===== src/design/dcache_pkg.sv =====
`default_nettype none

package dcache_pkg;

  // ====================
  // Cache geometry
  // ====================

  // Address and word width
  localparam int XLEN           = 32;
  // One line holds four words
  localparam int LINE_BITS      = 128;
  localparam int WORDS_PER_LINE = LINE_BITS / XLEN;
  localparam int NUM_WAY        = 4;
  localparam int NUM_SET        = 16;
  // Address split is tag | index | word offset | byte in word
  localparam int IDX_W          = 4;
  localparam int WOFF_W         = 2;
  localparam int BOFF_W         = 4;
  localparam int TAG_W          = XLEN - IDX_W - BOFF_W;
  // Tree bits per set, root in bit 0
  localparam int NODE_W         = NUM_WAY - 1;

  // ====================
  // Port types
  // ====================

  typedef logic [LINE_BITS-1:0] line_t;
  typedef logic [NUM_WAY-1:0]   way_vec_t;

  // One tag RAM entry
  typedef struct packed {
    logic             valid;
    logic [TAG_W-1:0] tag;
  } tag_entry_t;

  // CPU side, one word per access, rw high for a store
  typedef struct packed {
    logic            valid;
    logic            rw;
    logic [XLEN-1:0] addr;
    logic [XLEN-1:0] wdata;
  } cpu_req_t;

  typedef struct packed {
    logic            valid;
    logic [XLEN-1:0] rdata;
  } cpu_res_t;

  // Lower memory side, whole lines at line-aligned addresses
  typedef struct packed {
    logic            valid;
    logic            rw;
    logic [XLEN-1:0] addr;
    line_t           wline;
  } mem_req_t;

  typedef struct packed {
    logic  valid;
    line_t rline;
  } mem_res_t;

endpackage

`default_nettype wire


===== src/design/dcache_ram.sv =====
`timescale 1ns/10ps
`default_nettype none

module dcache_ram
  import dcache_pkg::*;
#(
  parameter type payload_t = logic
) (
  input  wire logic             clk_i,
  input  wire logic [IDX_W-1:0] idx_i,
  input  wire logic             we_i,
  input  wire payload_t         wdata_i,
  output payload_t              rdata_o
);

  // One entry per set
  payload_t mem_q [NUM_SET];

  // Read-first port, the write shows up on the next read
  always_ff @(posedge clk_i) begin
    if (we_i) begin
      mem_q[idx_i] <= wdata_i;
    end
    rdata_o <= mem_q[idx_i];
  end

endmodule

`default_nettype wire


===== config.mk =====
export PLATFORM = sky130hd
export DESIGN_NAME = dcache_ram
export DESIGN_NICKNAME = d
export VERILOG_FILES = /design/src/design/dcache_pkg.sv /design/src/design/dcache_ram.sv
export SDC_FILE = /design/constraint.sdc
export NUM_CORES = 1
export LEC_CHECK = 0
export ABC_AREA = 1
export BUFFER_PORTS_ARGS = -buffer_cell sky130_fd_sc_hd__buf_2
export CORE_MARGIN = 4
export CORE_UTILIZATION = 55
export DETAILED_ROUTE_END_ITERATION = 8
export PLACE_DENSITY = 0.75
export SLEW_MARGIN = 30
export SYNTH_ARGS = -nofsm -noshare
export SYNTH_HDL_FRONTEND = slang
export SYNTH_SLANG_ARGS = --single-unit

===== constraint.sdc =====
create_clock -name clk_i -period 1 [get_ports clk_i]
set_clock_uncertainty 0.05 [all_clocks]
set_input_delay 0.15 -clock clk_i [delete_from_list [all_inputs] [get_ports clk_i]]
set_output_delay 0.15 -clock clk_i [all_outputs]
set_load 0.05 [all_outputs]

==> impl_metrics.env <==
export IMPL_status="finished, final reports clean"
export IMPL_drive_above_1_share_pct=16.2
export IMPL_synth_cell_area_um2=806
export IMPL_crit_end="rdata_o"
export IMPL_crit_type="register to output port"
export IMPL_clock_latency_ns=0.29
export IMPL_clkSlewWorstSetupHoldPaths_ns=0.10
export IMPL_finalInstanceArea_um2=927
export IMPL_ys_seq_area_share_pct=62.1
export IMPL_cts_sinks=17
export IMPL_cts_hold_buffers=0
export IMPL_antennaDiodeCount=0
export IMPL_synth_async_reset_ratio_pct=0
export IMPL_finalHoldViolations=0
export IMPL_coreArea_um2=1330
export IMPL_ir_drop_v=0.00105
export IMPL_cts_tree="yes"
export IMPL_layout_cells_non_filler=126
export IMPL_r2r_cells=8
export IMPL_dp_hpwl_mm=1.09
export IMPL_maxSlewViolCount=0
export IMPL_synth_most_common_cell="nand2_1"
export IMPL_synthTopCellsByCount="44 x nand2_1, 19 x nor2_1, 16 x edfxtp_1"
export IMPL_cp_start_kind="register"
export IMPL_fin_nets=119
export IMPL_ys_warn_count=0
export IMPL_first_iter_violations=10
export IMPL_grt_pass1_vias=531
export IMPL_die_area_um2=2140
export IMPL_end_kind="output port"
export IMPL_port_buffers=7
export IMPL_period_minus_slack_ns=0.979
export IMPL_cp_buffers_inverters=1
export IMPL_leakage_nw=0.431
export IMPL_cts_buffer_depth=2
export IMPL_synth_area_leaders="edfxtp_1 60%, nand2_1 20%, nor2_1 8.9%"
export IMPL_ys_ff_latch=17
export IMPL_io_pins=8
export IMPL_synth_cell_type_count=8
export IMPL_dieHeight_um=46.3
export IMPL_rrSetupSlack_ns=0.03
export IMPL_wl_met2_um=674
export IMPL_start_util_pct=60.4
export IMPL_max_slew_margin_pct=85.2
export IMPL_finalCritPeriodShare_pct=97.9
export IMPL_cp_depth=1
export IMPL_critPathLaunch="rdata_o$_DFF_P_"
export IMPL_post_drt_wl_per_cell_um=11.3
export IMPL_placed_area_um2=893
export IMPL_gp_congestion=0.834
export IMPL_finalSetupViolCount=0
export IMPL_num_rows=13
export IMPL_area_growth_syn_to_layout_pct=15.1
export IMPL_grt_total_usage_pct=15.6
export IMPL_whs_ns=0.175
export IMPL_crit_family="flip-flops"
export IMPL_yosysTopAreaCellShare_pct=59.6
export IMPL_max_freq_ghz=1.02
export IMPL_tightestPinTransition_ns=0.223
export IMPL_wl_met3_um=77
export IMPL_vias=613
export IMPL_place_inst=122
export IMPL_yosys_area_top_type="edfxtp_1"
export IMPL_met1_length_um=654
export IMPL_reg2reg_to="rdata_o$_DFF_P_"
export IMPL_die_w_um=46.3
export IMPL_dr_pass1_iters=6
export IMPL_viasPerCell=4.87
export IMPL_cp_max_fo=1
export IMPL_ys_flop_type="edfxtp_1"
export IMPL_cp_data_required_time_ns=0.80
export IMPL_highest_layer="met4"
export IMPL_syn_avg_cell_area_um2=8.48
export IMPL_grt_first_pass_wirelength_mm=2.29
export IMPL_cts_root_buf="clkbuf_4"
export IMPL_rsz0062_at_grt="yes"
export IMPL_worst_path_largest_cell_delay_ns=0.34
export IMPL_synth_nets=102
export IMPL_netlist_instances=95
export IMPL_ant_nets=0
export IMPL_drv_cap=0
export IMPL_drc_errors=0
export IMPL_grt_max_degree=17
export IMPL_arrival_ns=0.78
export IMPL_synth_edf_count=16
export IMPL_htreeDepth=1
export IMPL_powerDensity_nw_per_um2=1430
export IMPL_hp_class="primary input to register"
export IMPL_grt_antenna_before_repair=0
export IMPL_crit_chain="buf_6"
export IMPL_routed_wl_mm=1.42
export IMPL_crit_slowest_cell="dfxtp_1"
export IMPL_grt_ovfl_total=0
export IMPL_cts_buffers=3
export IMPL_crit_reg2reg_launch="mem_q[4]$_DFFE_PP_"
-- how the worst min path moves through the flow --
stage	end	depth (start not counted)	start
2_1_floorplan	mem_q[0]$_DFFE_PP_	0	wdata_i
3_3_place_gp	mem_q[14]$_DFFE_PP_	1	wdata_i
3_5_place_dp	mem_q[4]$_DFFE_PP_	1	wdata_i
4_1_cts	mem_q[13]$_DFFE_PP_	1	wdata_i
5_1_grt	mem_q[15]$_DFFE_PP_	1	wdata_i
6_report	mem_q[3]$_DFFE_PP_	1	wdata_i
-- what timing repair did --
| item | 4_1_cts | 5_1_grt |
|---|---|---|
| cloned | 0 | 0 |
| buffers inserted | 0 | 0 |
| pin swaps | 0 | 2 |
| gates resized for setup | 2 | 0 |
| setup endpoints to repair | 1 | 2 |
-- logic make-up (layout without fill, tap and decap cells) --
group,Yosys count,count (layout),synth area share (%)
and+or+nand+nor,67,67,31.8
DFF,17,17,62.1
buffers and inverters,11,27,6.06
-- metrics by stage --
stage / utilization, % / worst slack, ns / TNS [ns] / power (W)
4_1_cts: 69.5 / 0.0163 / 0 / 0.00133
6_report: 69.5 / 0.0208 / 0 / 0.00132
5_1_grt: 69.5 / -0.0803 / -0.0889 / 0.00139
2_1_floorplan: - / 0.146 / 0 / 0.000907
3_5_place_dp: 67.0 / -0.0879 / -0.562 / 0.000970
3_3_place_gp: 67.0 / -0.0623 / -0.473 / 0.000969
-- report_power, final --
part	total [W]	switching, W	internal, W
Combinational	0.000161	0.000103	0.0000578
Sequential	0.000800	0.00000519	0.000795
Clock	0.000362	0.000213	0.000149
-- metal layers --
metal,up-vias,GRT usage [%]
met3,4,3.13
met4,0,5.11
li1,326,-
met5,-,0
met2,14,25.0
met1,269,21.1
-- cell usage in the layout (no fill, tap or decap) --
| cell | count |
|---|---|
| clkinv_2 | 1 |
| dfxtp_1 | 1 |
| inv_2 | 1 |
| clkbuf_4 | 3 |
| nor2_1 | 19 |
| nand2_1 | 44 |
| buf_6 | 1 |
| nand3_1 | 4 |
| inv_1 | 9 |
| edfxtp_1 | 16 |
| buf_2 | 6 |
| buf_4 | 6 |
-- registers in the layout, summed over array words and instances, names as in the netlist --
signal and count:
mem_q 16, rdata_o 1
-- cell type report --
class                   instances  area, µm²
inverters                      10       37.5
clock buffers                   3       22.5
repair buffers                 13       86.3
well taps                      15       18.8
multi-input cells              67        256
clock inverters                 1       5.00
fillers                       120        407
flip-flops and latches         17        500
(Power assumes the default switching activity.)
