**src/design/dcache_pkg.sv**
```systemverilog
`default_nettype none

package dcache_pkg;

  // ====================
  // Cache geometry
  // ====================

  // Address and word width
  localparam int XLEN           = 32;
  // One line holds four words
  localparam int LINE_BITS      = 128;
  localparam int WORDS_PER_LINE = LINE_BITS / XLEN;
  localparam int NUM_WAY        = 4;
  localparam int NUM_SET        = 16;
  // Address split is tag | index | word offset | byte in word
  localparam int IDX_W          = 4;
  localparam int WOFF_W         = 2;
  localparam int BOFF_W         = 4;
  localparam int TAG_W          = XLEN - IDX_W - BOFF_W;
  // Tree bits per set, root in bit 0
  localparam int NODE_W         = NUM_WAY - 1;

  // ====================
  // Port types
  // ====================

  typedef logic [LINE_BITS-1:0] line_t;
  typedef logic [NUM_WAY-1:0]   way_vec_t;

  // One tag RAM entry
  typedef struct packed {
    logic             valid;
    logic [TAG_W-1:0] tag;
  } tag_entry_t;

  // CPU side, one word per access, rw high for a store
  typedef struct packed {
    logic            valid;
    logic            rw;
    logic [XLEN-1:0] addr;
    logic [XLEN-1:0] wdata;
  } cpu_req_t;

  typedef struct packed {
    logic            valid;
    logic [XLEN-1:0] rdata;
  } cpu_res_t;

  // Lower memory side, whole lines at line-aligned addresses
  typedef struct packed {
    logic            valid;
    logic            rw;
    logic [XLEN-1:0] addr;
    line_t           wline;
  } mem_req_t;

  typedef struct packed {
    logic  valid;
    line_t rline;
  } mem_res_t;

endpackage

`default_nettype wire

```
**src/design/dcache_plru.sv**
```systemverilog
`timescale 1ns/10ps
`default_nettype none

module dcache_plru
  import dcache_pkg::*;
(
  input  wire logic             clk_i,
  input  wire logic             rst_ni,
  input  wire logic [IDX_W-1:0] idx_i,
  input  wire logic             touch_i,
  input  wire way_vec_t         touch_way_i,
  input  wire logic             clear_i,
  input  wire way_vec_t         valid_vec_i,
  output way_vec_t              victim_o
);

  // Node 0 is the root, 0 points left; node 1 picks in ways 0/1, node 2 in ways 2/3
  logic [NODE_W-1:0] node_mem [NUM_SET];
  logic [NODE_W-1:0] node_q;
  logic [NODE_W-1:0] node_upd;
  way_vec_t          tree_way;
  way_vec_t          free_way;

  // Node storage, read registered to line up with the tag RAM output
  always_ff @(posedge clk_i) begin
    if (clear_i) begin
      node_mem[idx_i] <= '0;
    end else if (touch_i) begin
      node_mem[idx_i] <= node_upd;
    end
    if (!rst_ni) begin
      node_q <= '0;
    end else begin
      node_q <= node_mem[idx_i];
    end
  end

  // Point every node on the path away from the touched way
  always_comb begin
    node_upd = node_mem[idx_i];
    if (touch_way_i[0] || touch_way_i[1]) begin
      node_upd[0] = 1'b1;
      node_upd[1] = touch_way_i[0];
    end else begin
      node_upd[0] = 1'b0;
      node_upd[2] = touch_way_i[2];
    end
  end

  always_comb begin
    tree_way = '0;
    tree_way[{node_q[0], node_q[0] ? node_q[2] : node_q[1]}] = 1'b1;
    // Lowest clear bit of the valid vector
    free_way = ~valid_vec_i & (valid_vec_i + 1'b1);
    victim_o = (|free_way) ? free_way : tree_way;
  end

  // Storage is only defined once the sweep has passed, one read cycle later
  a_victim_onehot: assert property (@(posedge clk_i) disable iff (!rst_ni)
    !clear_i && !$past(clear_i) |-> $onehot(victim_o));

endmodule

`default_nettype wire

```
**config.mk**
```make
export PLATFORM = sky130hd
export DESIGN_NAME = dcache_plru
export DESIGN_NICKNAME = d
export VERILOG_FILES = /design/src/design/dcache_pkg.sv /design/src/design/dcache_plru.sv
export SDC_FILE = /design/constraint.sdc
export NUM_CORES = 1
export LEC_CHECK = 0
export ABC_AREA = 1
export BUFFER_PORTS_ARGS = -buffer_cell sky130_fd_sc_hd__buf_2
export CAP_MARGIN = 10
export CORE_ASPECT_RATIO = 1.1
export CORE_MARGIN = 2
export CORE_UTILIZATION = 50
export CTS_CLUSTER_SIZE = 12
export DETAILED_ROUTE_END_ITERATION = 16
export PLACE_DENSITY = 0.68
export SYNTH_ARGS = -nofsm -noshare
export SYNTH_HDL_FRONTEND = slang
export SYNTH_SLANG_ARGS = --single-unit
export TNS_END_PERCENT = 10
```
**constraint.sdc**
```tcl
create_clock -name clk_i -period 1.85 [get_ports clk_i]
set_input_delay 0.0925 -clock clk_i [delete_from_list [all_inputs] [get_ports clk_i]]
set_output_delay 0.0925 -clock clk_i [all_outputs]
set_load 0.02 [all_outputs]
```
==> flow_summary_export.csv, run 1 <==
group,metric,value,unit
synth,netlist_instances,205,
synth,syn_avg_cell_area,10.7,sq um
worst_setup_path,cp_max_fo,16,
clocking,htree_num_levels,2,
die,die_y,73.4,microns
synth,syn_nets,221,
die,die_area,4930,sq um
die,die_w,67.1,microns
route,ant_nets,0,
sta,fmax,691,MHz
cells_and_area,layout.nets,248,
global_routing,grt_max_degree,17,
route,dr.pass1.iters,4,
synth,synth_warnings,0,
flow_run,drv_cap,0,
outcome,status,"finished, final reports clean",
worst_hold_path,hold_class,"in2reg",
synth,synth_common_cells,"nand2_1, edfxtp_1, nor2_1, inv_1, a22oi_1",
worst_setup_path,critical_path.cell_chain,"nand2_1 > nand2_1 > nand2_1 > nand2_1 > nand2_1 > nand2_1 > o21ai_0 > a21oi_1 > buf_4",
worst_setup_path,cp_common_cell,"nand2_1",
global_routing,grt_usage,0.203,
sta,finalHoldViolCount,0,
route,wl,4540,microns
sta,fin_crit_sh,0.783,
synth,synth.distinct_cells,19,
cells_and_area,drive_gt1_frac,0.163,
placed_design,dpl.hpwl,3070,microns
synth,ys_seq_elements,51,
worst_setup_path,slowest_delay,0.38,ns
placed_design,gp_congestion,0.814,
global_routing,antenna_found_initial,0,
sta,maxSlewHeadroom,0.324,
worst_setup_path,critPathRequiredTime,1.89,ns
synth,ys_async_sr_fraction,0,
sta,tightest_slew,1.01,ns
clocking,postCtsSetupBuffers,0,
global_routing,grt_pass1_vias,1405,
sta,rsz0062_at_grt,"no",
route,drcViolationCount,0,
placed_design,io_buffer_count,18,
worst_setup_path,cp-start-kind,"flop",
route,post_drt_wl_per_cell,15.8,microns
route,num_vias,1509,
synth,synth_top_area_cell,"edfxtp_1",
synth,synth.top_cell.area_share,0.658,
synth,synth_area_leaders,"edfxtp_1, nand2_1, nor2_1",
synth,yosys_most_used_dff,"edfxtp_1",
power_and_ir_drop,vdd_drop_max,0.519,mV
synth,mappedNetlistArea,2190,sq um
clocking,cts_tree,"built",
clocking,cts_num_sinks,51,
die,core_area,4250,sq um
clocking,root_buffer,"clkbuf_8",
power_and_ir_drop,leakage,0.000976,uW
cells_and_area,regArea,1500,sq um
worst_setup_path,end_kind,"flop",
sta,clock_skew,0.00748,ns
cells_and_area,antennaDiodeCount,0,
sta,whs,0.0335,ns
worst_setup_path,slowest_stage,"edfxtp_1",
global_routing,grt_pass1_wl,6920,microns
clocking,cts_resized,0,
clocking,numCtsBuffers,5,
clocking,hold_buffers,0,
sta,slew_viol_final,0,
clocking,clk_path_buf_depth,2,
sta,min_period,1.45,ns
sta,setup_tns,0,ns
cells_and_area,syn_to_final_growth,12.9,%
route,drt_iter0_drc,147,
worst_setup_path,arrival,1.49,ns
route,via_per_inst,5.26,
clocking,clkTransAtPathRegs,0.09,ns
sta,finalSetupViolCount,0,
cells_and_area,multi_input_area,604,sq um
power_and_ir_drop,powerDensity,922,nW/um^2
worst_setup_path,critical_path_class,"reg2reg",
synth,ys_seq_area_frac,0.686,
cells_and_area,utilization,0.581,
cells_and_area,fillers,370,
die,rows,25,
die,start_util,0.515,
synth,synth_most_common_cell,"nand2_1",
synth,synth_edf_count,48,
die,pin_count,20,
clocking,clk_latency,0.31,ns
global_routing,overflow,0,
[report_power, final]
group / switching (uW) / internal (uW) / leakage [uW]
logic: 135 / 59.9 / 0.000470
clock network: 350 / 437 / 0.0000612
registers: 8.06 / 1290 / 0.000444
[cell usage in the layout (no fill, tap or decap), types with 2 or more instances in the layout]
cell type / netlist / routed
nand2_1: 84 / 84
edfxtp_1: 48 / 48
nor2_1: 27 / 27
buf_2: 0 / 18
inv_1: 12 / 12
a22oi_1: 8 / 8
clkbuf_8: 0 / 6
nand4_1: 5 / 5
buf_4: 0 / 4
nor2_4: 3 / 3
dfxtp_1: 3 / 3
inv_2: 2 / 2
o21ai_0: 2 / 2
a21oi_1: 2 / 2
[registers in the layout, summed over array words and instances, names as in the netlist]
name,flops
node_q,3
node_mem,48
[critical path, delay by kind of cell (launching register included)]
family | cells | cell delay [ns]
flip-flops | 1 | 0.38
buffers and inverters | 1 | 0.20
AND/OR/NAND/NOR | 6 | 0.37
AO/OA/AOI/OAI | 2 | 0.25
[path summary, 6_finish.rpt]
| check | startpoint | endpoint | slack [ns] | depth (start not counted) |
|---|---|---|---|---|
| setup / recovery | node_mem[11][1] | node_mem[9][1] | 0.40 | 9 |
| hold / removal | rst_ni | node_q[0] | 0.03 | 3 |
| setup reg to reg | node_mem[11][1] | node_mem[9][1] | 0.40 | 9 |
| hold reg to reg | node_mem[2][0] | node_q[0] | 0.71 | 6 |
[final cells by class]
cell class / instances / area share
well taps: 54 / 0.0273
inverters: 15 / 0.0248
repair buffers: 22 / 0.0486
clock inverters: 2 / 0.0142
clock buffers: 6 / 0.0334
multi-input cells: 137 / 0.244
flip-flops and latches: 51 / 0.607
[logic make-up (layout without fill, tap and decap cells)]
kind of cell | Yosys count | after routing | synth area share
compound gates | 16 | 16 | 0.0509
buf+inv | 17 | 45 | 0.0383
flops | 51 | 51 | 0.686
simple gates | 121 | 121 | 0.225
[metrics by stage]
step                      setup WS [ns]  power (uW)  instance area (sq um)  std cells
after floorplan                   0.385        1450                   2190        205
after global placement            0.172        1510                   2350        279
after detailed placement          0.152        1520                   2350        279
after CTS                         0.402        2290                   2470        287
after global routing              0.296        2360                   2470        287
final                             0.402        2280                   2470        287
[layer usage]
layer / global-route usage / part of all wire / wire (microns)
met5: 0 / 0 / 0
met2: 0.332 / 0.49 / 2230
met3: 0.0505 / 0.054 / 243
met4: 0.0748 / 0.015 / 68
met1: 0.261 / 0.44 / 2000
Note: power is estimated with default switching activity, not from simulation.
==> inputs of run 2 (changes only) <==
Clock period 1.85 ns to 1.4 ns, I/O delays scaled along.
==> flow_summary_export.csv, run 2 (same netlist as run 1, synthesis figures left out) <==
group,metric,value,unit
power_and_ir_drop,leakage,0.00106,uW
worst_setup_path,arrival,1.51,ns
global_routing,grt_max_degree,17,
route,wl_met2,2430,microns
global_routing,antenna_found_initial,0,
power_and_ir_drop,powerDensity,1080,nW/um^2
route,drt_iter0_drc,102,
cells_and_area,layout.nets,266,
worst_setup_path,cp_top_family,"simple AND/OR/NAND/NOR gates",
placed_design,post-place-ws,-0.570,ns
clocking,clk_path_buf_depth,2,
route,num_vias,1625,
route,drt-met1-wl,2190,microns
worst_hold_path,min_path_cells,3,
clocking,root_buffer,"clkbuf_8",
clocking,cts_num_sinks,51,
worst_hold_path,min_from,"rst_ni",
worst_setup_path,crit_start,"node_mem[4][1]",
cells_and_area,utilization,0.620,
power_and_ir_drop,pwr-share-seq,0.603,
placed_design,io_buffer_count,18,
worst_setup_path,cp_max_fo,16,
sta,min_period,1.45,ns
die,start_util,0.515,
sta,maxSlewHeadroom,0.726,
worst_setup_path,end_kind,"flop",
clocking,hold_buffers,0,
sta,slew_viol_final,0,
worst_setup_path,slowest_delay,0.37,ns
sta,whs,0.00622,ns
placed_design,dpl.hpwl,3590,microns
power_and_ir_drop,p_int,2180,uW
route,ant_nets,0,
global_routing,overflow,0,
die,pin_count,20,
die,die_y,73.4,microns
global_routing,grt_usage,0.218,
power_and_ir_drop,p_sw,669,uW
worst_setup_path,cp.depth,9,
worst_setup_path,slowest_stage,"edfxtp_1",
route,highest_layer,"met4",
worst_setup_path,critical_path.cell_chain,"nand2_1 > nand2_1 > nand2_1 > nand2_1 > nand2_1 > nand2_2 > o21ai_4 > a21oi_4 > buf_12",
cells_and_area,final_area,2640,sq um
cells_and_area,reg.largest.list,"node_mem: 48 flops, node_q: 3 flops",
worst_setup_path,cp_common_cell,"nand2_1",
cells_and_area,top_register,"node_mem",
die,die_area,4930,sq um
sta,setup_ws,-0.0487,ns
cells_and_area,antennaDiodeCount,0,
worst_setup_path,r2r_start,"node_mem[4][1]",
cells_and_area,mostFrequentLayoutCell,"nand2_1",
global_routing,grt_pass1_vias,1523,
worst_setup_path,r2r_end,"node_mem[5][1]",
global_routing,grt_pass1_wl,7560,microns
die,core_area,4250,sq um
power_and_ir_drop,p_comb_frac,0.114,
route,wl,4980,microns
sta,finalHoldViolCount,0,
flow_run,drv_cap,0,
clocking,clkTransAtPathRegs,0.09,ns
worst_setup_path,critPathRequiredTime,1.46,ns
cells_and_area,final_cell_mix,"nand2_1, edfxtp_1, nor2_1, buf_4, buf_2",
outcome,violations,"negative setup slack",
sta,finalSetupViolCount,16,
power_and_ir_drop,vdd_drop_max,0.795,mV
outcome,status,"complete, but fails checks",
sta,fin_crit_sh,1.03,
worst_setup_path,r2r_slack,-0.05,ns
worst_setup_path,cp_num_buf_inv,1,
die,die_w,67.1,microns
worst_hold_path,whs_endpoint,"node_q[1]",
placed_design,placed_area,2490,sq um
route,post_drt_wl_per_cell,16.3,microns
clocking,clk_latency,0.30,ns
sta,fmax,690,MHz
route,dr.pass1.iters,4,
power_and_ir_drop,clockPowerShare,0.283,
route,via_per_inst,5.33,
worst_hold_path,hold_class,"in2reg",
worst_setup_path,critical_path_class,"reg2reg",
worst_setup_path,cp-start-kind,"flop",
cells_and_area,drive_gt1_frac,0.239,
sta,setup_tns,-0.723,ns
clocking,htree_num_levels,2,
cells_and_area,largest_register_ff_count,48,
die,rows,25,
power_and_ir_drop,p_sw_frac,0.235,
route,dr_wl_met3,272,microns
sta,clock_skew,0.00724,ns
sta,tightest_slew,0.410,ns
worst_setup_path,reg2reg_depth,9,
clocking,cts_tree,"built",
sta,rsz0062_at_grt,"yes",
cells_and_area,syn_to_final_growth,20.5,%
clocking,numCtsBuffers,5,
route,drcViolationCount,0,
placed_design,gp_congestion,0.887,
## run 2: worst max path at each step
stage / end / slack [ns]
after floorplan: node_mem[0][1] / 0.13
after global placement: node_mem[5][1] / -0.49
after detailed placement: node_mem[6][1] / -0.57
after CTS: node_mem[14][1] / -0.02
after global routing: node_mem[14][1] / -0.09
final: node_mem[5][1] / -0.05
## run 2: layer usage
layer,vias to the layer above,GRT usage
met5,-,0
li1,782,-
met1,779,0.289
met4,0,0.0748
met3,8,0.0352
met2,56,0.364
## run 2: stage by stage
| stage | power, uW | std cells |
|---|---|---|
| detailed placement | 2050 | 295 |
| floorplan | 1910 | 205 |
| global placement | 2050 | 295 |
| global route | 2950 | 305 |
| CTS | 2840 | 304 |
| finish | 2850 | 305 |
## run 2: power groups by stage
stage	Sequential [uW]	Clock [uW]	Combinational (uW)
final	1720	806	324
after global routing	1720	872	355
after CTS	1720	810	316
after detailed placement	1750	0	300
after global placement	1750	0	296
after floorplan	1750	0	167
## run 2: final cells by class
| type | instances | area, sq um |
|---|---|---|
| well taps | 54 | 67.6 |
| flip-flops and latches | 51 | 1500 |
| inverters | 15 | 61.3 |
| clock inverters | 2 | 12.5 |
| fillers | 363 | 1620 |
| multi-input cells | 137 | 642 |
| repair buffers | 40 | 280 |
| clock buffers | 6 | 72.6 |
## run 2: tightest hold or removal path, cell delays in order
cell,delay (ns)
buf_2,0.07
inv_1,0.05
nor2_1,0.09
## run 2: timing repair
item | CTS | global route
pin swaps | 5 | 8
buffers inserted | 1 | 2
setup endpoints to repair | 32 | 32
resized for setup | 6 | 2
gates cloned | 0 | 0
