`src/design/dcache_pkg.sv`:
```
`default_nettype none

package dcache_pkg;

  // ====================
  // Cache geometry
  // ====================

  // Address and word width
  localparam int XLEN           = 32;
  // One line holds four words
  localparam int LINE_BITS      = 128;
  localparam int WORDS_PER_LINE = LINE_BITS / XLEN;
  localparam int NUM_WAY        = 4;
  localparam int NUM_SET        = 16;
  // Address split is tag | index | word offset | byte in word
  localparam int IDX_W          = 4;
  localparam int WOFF_W         = 2;
  localparam int BOFF_W         = 4;
  localparam int TAG_W          = XLEN - IDX_W - BOFF_W;
  // Tree bits per set, root in bit 0
  localparam int NODE_W         = NUM_WAY - 1;

  // ====================
  // Port types
  // ====================

  typedef logic [LINE_BITS-1:0] line_t;
  typedef logic [NUM_WAY-1:0]   way_vec_t;

  // One tag RAM entry
  typedef struct packed {
    logic             valid;
    logic [TAG_W-1:0] tag;
  } tag_entry_t;

  // CPU side, one word per access, rw high for a store
  typedef struct packed {
    logic            valid;
    logic            rw;
    logic [XLEN-1:0] addr;
    logic [XLEN-1:0] wdata;
  } cpu_req_t;

  typedef struct packed {
    logic            valid;
    logic [XLEN-1:0] rdata;
  } cpu_res_t;

  // Lower memory side, whole lines at line-aligned addresses
  typedef struct packed {
    logic            valid;
    logic            rw;
    logic [XLEN-1:0] addr;
    line_t           wline;
  } mem_req_t;

  typedef struct packed {
    logic  valid;
    line_t rline;
  } mem_res_t;

endpackage

`default_nettype wire

```
`src/design/dcache_ctrl.sv`:
```
`timescale 1ns/10ps
`default_nettype none

module dcache_ctrl
  import dcache_pkg::*;
(
  input  wire logic                       clk_i,
  input  wire logic                       rst_ni,
  input  wire cpu_req_t                   cpu_req_i,
  output logic                            cpu_ready_o,
  output cpu_res_t                        cpu_res_o,
  output mem_req_t                        mem_req_o,
  input  wire mem_res_t                   mem_res_i,
  input  wire tag_entry_t [NUM_WAY-1:0]   tag_rd_i,
  input  wire line_t [NUM_WAY-1:0]        line_rd_i,
  output logic [IDX_W-1:0]                tag_idx_o,
  output way_vec_t                        tag_we_o,
  output tag_entry_t                      tag_wdata_o,
  output logic [IDX_W-1:0]                line_idx_o,
  output way_vec_t                        line_we_o,
  output line_t                           line_wdata_o,
  output logic [IDX_W-1:0]                plru_idx_o,
  output logic                            plru_touch_o,
  output way_vec_t                        plru_touch_way_o,
  output logic                            plru_clear_o,
  output way_vec_t                        valid_vec_o,
  input  wire way_vec_t                   victim_i
);

  typedef enum logic [2:0] {
    ST_SWEEP, ST_IDLE, ST_COMPARE, ST_WRITEBACK, ST_REFILL, ST_RESPOND
  } state_e;

  state_e            state_q, state_d;
  logic [IDX_W-1:0]  sweep_cnt_q;
  logic [IDX_W-1:0]  ram_idx;
  cpu_req_t          req_q;
  way_vec_t          victim_q;
  mem_req_t          mem_req_q, mem_req_d;
  logic [XLEN-1:0]   rdata_q, rdata_d;
  logic              rdata_we;
  way_vec_t          dirty_q [NUM_SET];
  way_vec_t          dirty_we;
  logic              dirty_val;
  // Request fields and lookup results
  logic [IDX_W-1:0]  req_idx;
  logic [TAG_W-1:0]  req_tag;
  logic [WOFF_W-1:0] req_woff;
  way_vec_t          hit_vec;
  logic              hit;
  line_t             hit_line;
  logic [TAG_W-1:0]  victim_tag;
  line_t             victim_line;
  logic              victim_dirty;

  function automatic line_t put_word(line_t line, logic [WOFF_W-1:0] woff,
                                     logic [XLEN-1:0] word);
    line_t res;
    res = line;
    res[woff*XLEN +: XLEN] = word;
    return res;
  endfunction

  assign req_idx  = req_q.addr[BOFF_W +: IDX_W];
  assign req_tag  = req_q.addr[XLEN-1 -: TAG_W];
  assign req_woff = req_q.addr[BOFF_W-WOFF_W +: WOFF_W];

  // ====================
  // Lookup
  // ====================

  always_comb begin
    hit_line     = '0;
    victim_tag   = '0;
    victim_line  = '0;
    for (int w = 0; w < NUM_WAY; w++) begin
      valid_vec_o[w] = tag_rd_i[w].valid;
      hit_vec[w]     = tag_rd_i[w].valid && (tag_rd_i[w].tag == req_tag);
      if (hit_vec[w]) hit_line = line_rd_i[w];
      if (victim_i[w]) begin
        victim_tag  = tag_rd_i[w].tag;
        victim_line = line_rd_i[w];
      end
    end
    hit          = |hit_vec;
    // Only a valid line with its dirty bit set goes back to memory
    victim_dirty = |(victim_i & valid_vec_o & dirty_q[req_idx]);
  end

  // Sweep walks the sets, idle looks up the incoming request, else the held one
  always_comb begin
    if (state_q == ST_SWEEP)     ram_idx = sweep_cnt_q;
    else if (state_q == ST_IDLE) ram_idx = cpu_req_i.addr[BOFF_W +: IDX_W];
    else                         ram_idx = req_idx;
  end

  assign tag_idx_o  = ram_idx;
  assign line_idx_o = ram_idx;
  assign plru_idx_o = ram_idx;

  // ====================
  // State machine
  // ====================

  always_comb begin
    state_d          = state_q;
    mem_req_d        = mem_req_q;
    tag_we_o         = '0;
    tag_wdata_o      = '{valid: 1'b1, tag: req_tag};
    line_we_o        = '0;
    line_wdata_o     = put_word(hit_line, req_woff, req_q.wdata);
    plru_touch_o     = 1'b0;
    plru_touch_way_o = hit_vec;
    plru_clear_o     = 1'b0;
    dirty_we         = '0;
    dirty_val        = 1'b1;
    rdata_we         = 1'b0;
    rdata_d          = req_q.rw ? '0 : hit_line[req_woff*XLEN +: XLEN];
    unique case (state_q)
      ST_SWEEP: begin
        // Invalidate all ways of one set per cycle
        tag_we_o     = '1;
        tag_wdata_o  = '0;
        plru_clear_o = 1'b1;
        if (sweep_cnt_q == IDX_W'(NUM_SET - 1)) state_d = ST_IDLE;
      end
      ST_IDLE: begin
        if (cpu_req_i.valid) state_d = ST_COMPARE;
      end
      ST_COMPARE: begin
        if (hit) begin
          // Store hit merges the word in place and marks the line dirty
          line_we_o    = req_q.rw ? hit_vec : '0;
          dirty_we     = req_q.rw ? hit_vec : '0;
          plru_touch_o = 1'b1;
          rdata_we     = 1'b1;
          state_d      = ST_RESPOND;
        end else if (victim_dirty) begin
          mem_req_d = '{valid: 1'b1, rw: 1'b1,
                        addr: {victim_tag, req_idx, BOFF_W'(0)}, wline: victim_line};
          state_d   = ST_WRITEBACK;
        end else begin
          mem_req_d = '{valid: 1'b1, rw: 1'b0,
                        addr: {req_q.addr[XLEN-1:BOFF_W], BOFF_W'(0)}, wline: '0};
          state_d   = ST_REFILL;
        end
      end
      ST_WRITEBACK: begin
        // Victim written, now fetch the requested line
        if (mem_res_i.valid) begin
          mem_req_d = '{valid: 1'b1, rw: 1'b0,
                        addr: {req_q.addr[XLEN-1:BOFF_W], BOFF_W'(0)}, wline: '0};
          state_d   = ST_REFILL;
        end
      end
      ST_REFILL: begin
        tag_wdata_o      = '{valid: 1'b1, tag: req_tag};
        line_wdata_o     = req_q.rw ? put_word(mem_res_i.rline, req_woff, req_q.wdata)
                                    : mem_res_i.rline;
        plru_touch_way_o = victim_q;
        dirty_val        = req_q.rw;
        rdata_d          = req_q.rw ? '0 : mem_res_i.rline[req_woff*XLEN +: XLEN];
        if (mem_res_i.valid) begin
          tag_we_o        = victim_q;
          line_we_o       = victim_q;
          dirty_we        = victim_q;
          plru_touch_o    = 1'b1;
          rdata_we        = 1'b1;
          mem_req_d.valid = 1'b0;
          state_d         = ST_RESPOND;
        end
      end
      ST_RESPOND: state_d = ST_IDLE;
      default:    state_d = ST_SWEEP;
    endcase
  end

  always_ff @(posedge clk_i) begin
    if (!rst_ni) begin
      state_q         <= ST_SWEEP;
      sweep_cnt_q     <= '0;
      mem_req_q.valid <= 1'b0;
    end else begin
      state_q     <= state_d;
      sweep_cnt_q <= (state_q == ST_SWEEP) ? sweep_cnt_q + 1'b1 : '0;
      mem_req_q   <= mem_req_d;
    end
  end

  // Request, victim and read word
  always_ff @(posedge clk_i) begin
    if (cpu_ready_o && cpu_req_i.valid) req_q <= cpu_req_i;
    if (state_q == ST_COMPARE) victim_q <= victim_i;
    if (rdata_we) rdata_q <= rdata_d;
  end

  // Dirty bits, cleared set by set in the sweep
  always_ff @(posedge clk_i) begin
    if (state_q == ST_SWEEP) begin
      dirty_q[sweep_cnt_q] <= '0;
    end else begin
      for (int w = 0; w < NUM_WAY; w++) begin
        if (dirty_we[w]) dirty_q[req_idx][w] <= dirty_val;
      end
    end
  end

  assign cpu_ready_o = (state_q == ST_IDLE);
  assign cpu_res_o   = '{valid: (state_q == ST_RESPOND), rdata: rdata_q};
  assign mem_req_o   = mem_req_q;

  // Outstanding memory request holds until memory answers
  a_mem_req_stable: assert property (@(posedge clk_i) disable iff (!rst_ni)
    mem_req_o.valid && !mem_res_i.valid |=> $stable(mem_req_o));

  // Nothing leaves the cache while the sets are being invalidated
  a_sweep_quiet: assert property (@(posedge clk_i) disable iff (!rst_ni)
    state_q == ST_SWEEP |-> !cpu_res_o.valid && !mem_req_o.valid);

endmodule

`default_nettype wire

```
`config.mk`:
```
export PLATFORM = sky130hd
export DESIGN_NAME = dcache_ctrl
export DESIGN_NICKNAME = d
export VERILOG_FILES = /design/src/design/dcache_pkg.sv /design/src/design/dcache_ctrl.sv
export SDC_FILE = /design/constraint.sdc
export NUM_CORES = 2
export LEC_CHECK = 0
export ABC_AREA = 1
export BUFFER_PORTS_ARGS = -buffer_cell sky130_fd_sc_hd__buf_2
export CAP_MARGIN = 10
export CELL_PAD_IN_SITES_DETAIL_PLACEMENT = 0
export CELL_PAD_IN_SITES_GLOBAL_PLACEMENT = 1
export CORE_AREA = 2 2 468 470
export DETAILED_ROUTE_END_ITERATION = 12
export DIE_AREA = 0 0 470 472
export PLACE_DENSITY_LB_ADDON = 0.1
export RECOVER_POWER = 25
export SLEW_MARGIN = 40
export SYNTH_ARGS = -nofsm -noshare
export SYNTH_HDL_FRONTEND = slang
export SYNTH_SLANG_ARGS = --single-unit
```
`constraint.sdc`:
```
create_clock -name clk_i -period 13.97 [get_ports clk_i]
set_clock_uncertainty 0.15 [all_clocks]
set_input_delay 2.794 -clock clk_i [delete_from_list [all_inputs] [get_ports clk_i]]
set_output_delay 2.794 -clock clk_i [all_outputs]
set_load 0.005 [all_outputs]
```
==> flow_metrics.py <==
metrics = {
    "run_status": {
        "status": "complete, but fails checks",
        "violations": "max-capacitance violations, max-slew violations",
    },
    "clock_tree": {
        "clock-sinks": 332,
        "cts-root-buf": "clkbuf_16",
        "cts-buffers-inserted": 54,
        "path_clk_slew_ps": 60,
        "clkLatencyLatePin_ps": 740,
        "htreeDepth": 2,
        "cts_hold_buf": 0,
        "cts_buffer_depth": 3,
        "tritoncts": "yes",
        "post_cts_buffers": 0,
        "post_cts_resized": 0,
    },
    "setup_path": {
        "crit_path_end_kind": "output port",
        "arrival_ps": 7510,
        "crit_slowest_cell": "nand3_4",
        "crit_type": "in2out",
        "cp_cell_sequence": "buf_2, inv_1, nand2_1, nand4_1, nor2_1, nand3_4, nor2_4, buf_4, buf_4, nand4_1, nand3_1, nor2_1, o22ai_1, buf_2",
        "cpPeakStageDelay_ps": 590,
        "crit_required_ps": 11030,
        "path_buf_inv": 5,
        "crit_family": "simple AND/OR/NAND/NOR gates",
        "path_max_fanout": 32,
        "start_kind": "primary input",
    },
    "pwr": {
        "total_power_mw": 3.074,
        "power_frac_seq_pct": 35.6,
        "p_leak_nw": 17.91,
        "pwr-share-clk_pct": 49.0,
        "combPwrFrac_pct": 15.3,
        "p_int_mw": 2.095,
        "p_per_area_nw_per_um2": 75.26,
        "switching_share_pct": 31.85,
        "vdd_ir_drop_max_v": 0.0001090,
        "power.switching_mw": 0.9790,
    },
    "global_routing": {
        "grt_max_degree": 113,
        "grt_pass1_vias": 39330,
        "grt_antenna_before_repair": 228,
        "grtUsageTotal_pct": 27.01,
        "grt_pass1_wl_um": 401700,
        "overflow": 0,
    },
    "floorplan": {
        "die_w_um": 470,
        "die_area_um2": 221800,
        "core_um2": 216500,
        "die_y_um": 472,
        "initial_core_util_pct": 13.96,
        "ios": 1192,
        "num_rows": 171,
    },
    "synthesis": {
        "synth-xor-area-share_pct": 0.6376,
        "synth_cells": 4783,
        "netlist.area_leader.share_pct": 31.80,
        "synth_cell_types": 41,
        "synth_top_family_by_area": "simple AND/OR/NAND/NOR gates",
        "synthTopCellsByArea": "edfxtp_1 32%, nand2_1 17%, nand3_1 8.1%",
        "synth_area_um2": 30220,
        "ys.warnings.count": 0,
        "synth_compound_area_share_pct": 22.76,
        "synth.avg_cell_area_um2": 6.318,
        "synthMuxAreaShare_pct": 0,
        "synth_adder_area_share_pct": 0.2070,
        "synth_top_cell_by_area": "edfxtp_1",
        "synth-simple-area-share_pct": 32.97,
        "synth-seq-cells": 332,
        "yosysSeqAreaShare_pct": 32.59,
    },
    "hold_path": {
        "hp-class": "reg2reg",
    },
    "drt": {
        "drt-total-wl_um": 313200,
        "avgRoutedWirePerCell_um": 36.03,
        "drc": 0,
        "vias": 40890,
        "drtAntennaViolNets": 0,
        "vias_per_cell": 4.703,
        "drt_iter0_drc": 4070,
        "drt_first_pass_iters": 6,
    },
    "finish": {
        "area_growth_pct": 35.14,
        "final_common_cell": "nand2_1",
        "final_cell_mix": "1399 x nand2_1, 1071 x buf_2, 488 x o21ai_0, 485 x nand3_1, 388 x a21oi_1",
        "nFillCells": 25550,
        "nNetsFinal": 6531,
        "fin_area_um2": 40840,
        "drive_above_1_share_pct": 22.96,
    },
    "placed_design": {
        "gp_congestion": 0.9391,
        "dp_hpwl_um": 246300,
        "io_buffers": 1185,
        "dpl_cell_area_um2": 38970,
    },
    "timing": {
        "fin_crit_ps": 10450,
        "rsz0062_at_grt": "no",
        "max_freq_ghz": 0.09567,
        "setup-tns-final_ps": 0,
        "hold_violations": 0,
        "setup_viol": 0,
        "max_slew.worst_pin.slew_ps": 6066,
        "slew_headroom_pct": -304.4,
        "finalCritPeriodShare_pct": 74.82,
        "finalMaxSlewViolations": 265,
    },
    "flow_run": {
        "cap_violations": 6,
    },
}
-- power groups by stage --
| stage | registers (mW) | logic, mW | clock network (mW) |
|---|---|---|---|
| after floorplan | 1.12 | 0.173 | 0 |
| after detailed placement | 1.12 | 0.469 | 0 |
| after CTS | 1.10 | 0.471 | 1.56 |
| after global routing | 1.10 | 0.507 | 1.58 |
| after global placement | 1.12 | 0.471 | 0 |
| final | 1.10 | 0.471 | 1.51 |
-- per-layer routing --
metal  vias to the layer above  track usage, %  wire, um
met1                     20110           34.72    135200
li1                      18240               -         -
met5                         -               0       794
met4                       126           9.856     12670
met2                      1891           43.66    142700
met3                       516           6.538     21830
-- layout make-up --
class | count | area (um2) | area share, %
diodes | 81 | 202.7 | 0.4963
clock buffers | 63 | 1385 | 3.392
clock inverters | 38 | 445.4 | 1.091
inverters | 407 | 1548 | 3.790
multi-input cells | 3641 | 17270 | 42.30
flip-flops and latches | 332 | 9851 | 24.12
well taps | 2854 | 3571 | 8.744
repair buffers | 1277 | 6563 | 16.07
-- metrics by stage --
| stage | hold WS, ps | utilization (%) | instances | setup WS (ps) |
|---|---|---|---|---|
| 2_1_floorplan | 290.9 | - | 4786 | 2497 |
| 3_3_place_gp | 325.6 | 17.95 | 8506 | 3499 |
| 3_5_place_dp | 331.0 | 18.00 | 8510 | 3542 |
| 4_1_cts | 345.5 | 18.84 | 8611 | 3505 |
| 5_1_grt | 377.3 | 18.81 | 8651 | 3471 |
| 6_report | 342.1 | 18.86 | 8693 | 3517 |
-- kinds of logic after synthesis --
| logic type | Yosys count |
|---|---|
| buffers and inverters | 813 |
| adders and majority gates | 5 |
| DFF | 332 |
| AOI/OAI and AO/OA | 1197 |
| and+or+nand+nor | 2413 |
| other | 1 |
| xor gates and xnor gates | 22 |
-- path summary, 6_finish.rpt --
| path | from | endpoint | slack (ps) | cells past startpoint |
|---|---|---|---|---|
| min reg2reg | sweep_cnt_q[0] | sweep_cnt_q[0] | 340 | 1 |
| max | tag_rd_i[1] | line_wdata_o[53] | 3520 | 14 |
| min | sweep_cnt_q[0] | sweep_cnt_q[0] | 340 | 1 |
| max reg2reg | state_q[2] | req_q[30] | 7720 | 5 |
-- Yosys cell counts (all sizes together) --
| cell | n |
|---|---|
| dfxtp | 12 |
| a31oi | 1 |
| o21ai | 507 |
| xor2 | 4 |
| nand4 | 42 |
| conb | 1 |
| nor2 | 399 |
| ha | 5 |
| xnor2 | 18 |
| clkbuf | 259 |
| a221oi | 128 |
| nor3b | 1 |
| o211ai | 48 |
| o221ai | 11 |
| a2bb2oi | 9 |
| nand3 | 490 |
| a21boi | 3 |
| edfxtp | 320 |
| and2 | 1 |
| a21oi | 391 |
| a2111oi | 1 |
| nand2 | 1409 |
| nor3 | 71 |
| o21a | 3 |
| clkinv | 7 |
| buf | 147 |
| o22ai | 70 |
| a32oi | 20 |
| a22oi | 5 |
| inv | 400 |
-- flip-flops by register name, summed over array words and instances (netlist names), named ones only --
name and cells:
req_idx 4, req_q 59, dirty_q 64, rdata_q 32, state_q 3, mem_req_o 158
sweep_cnt_q 4, victim_q 4
Power figures use the tool's default switching activity.
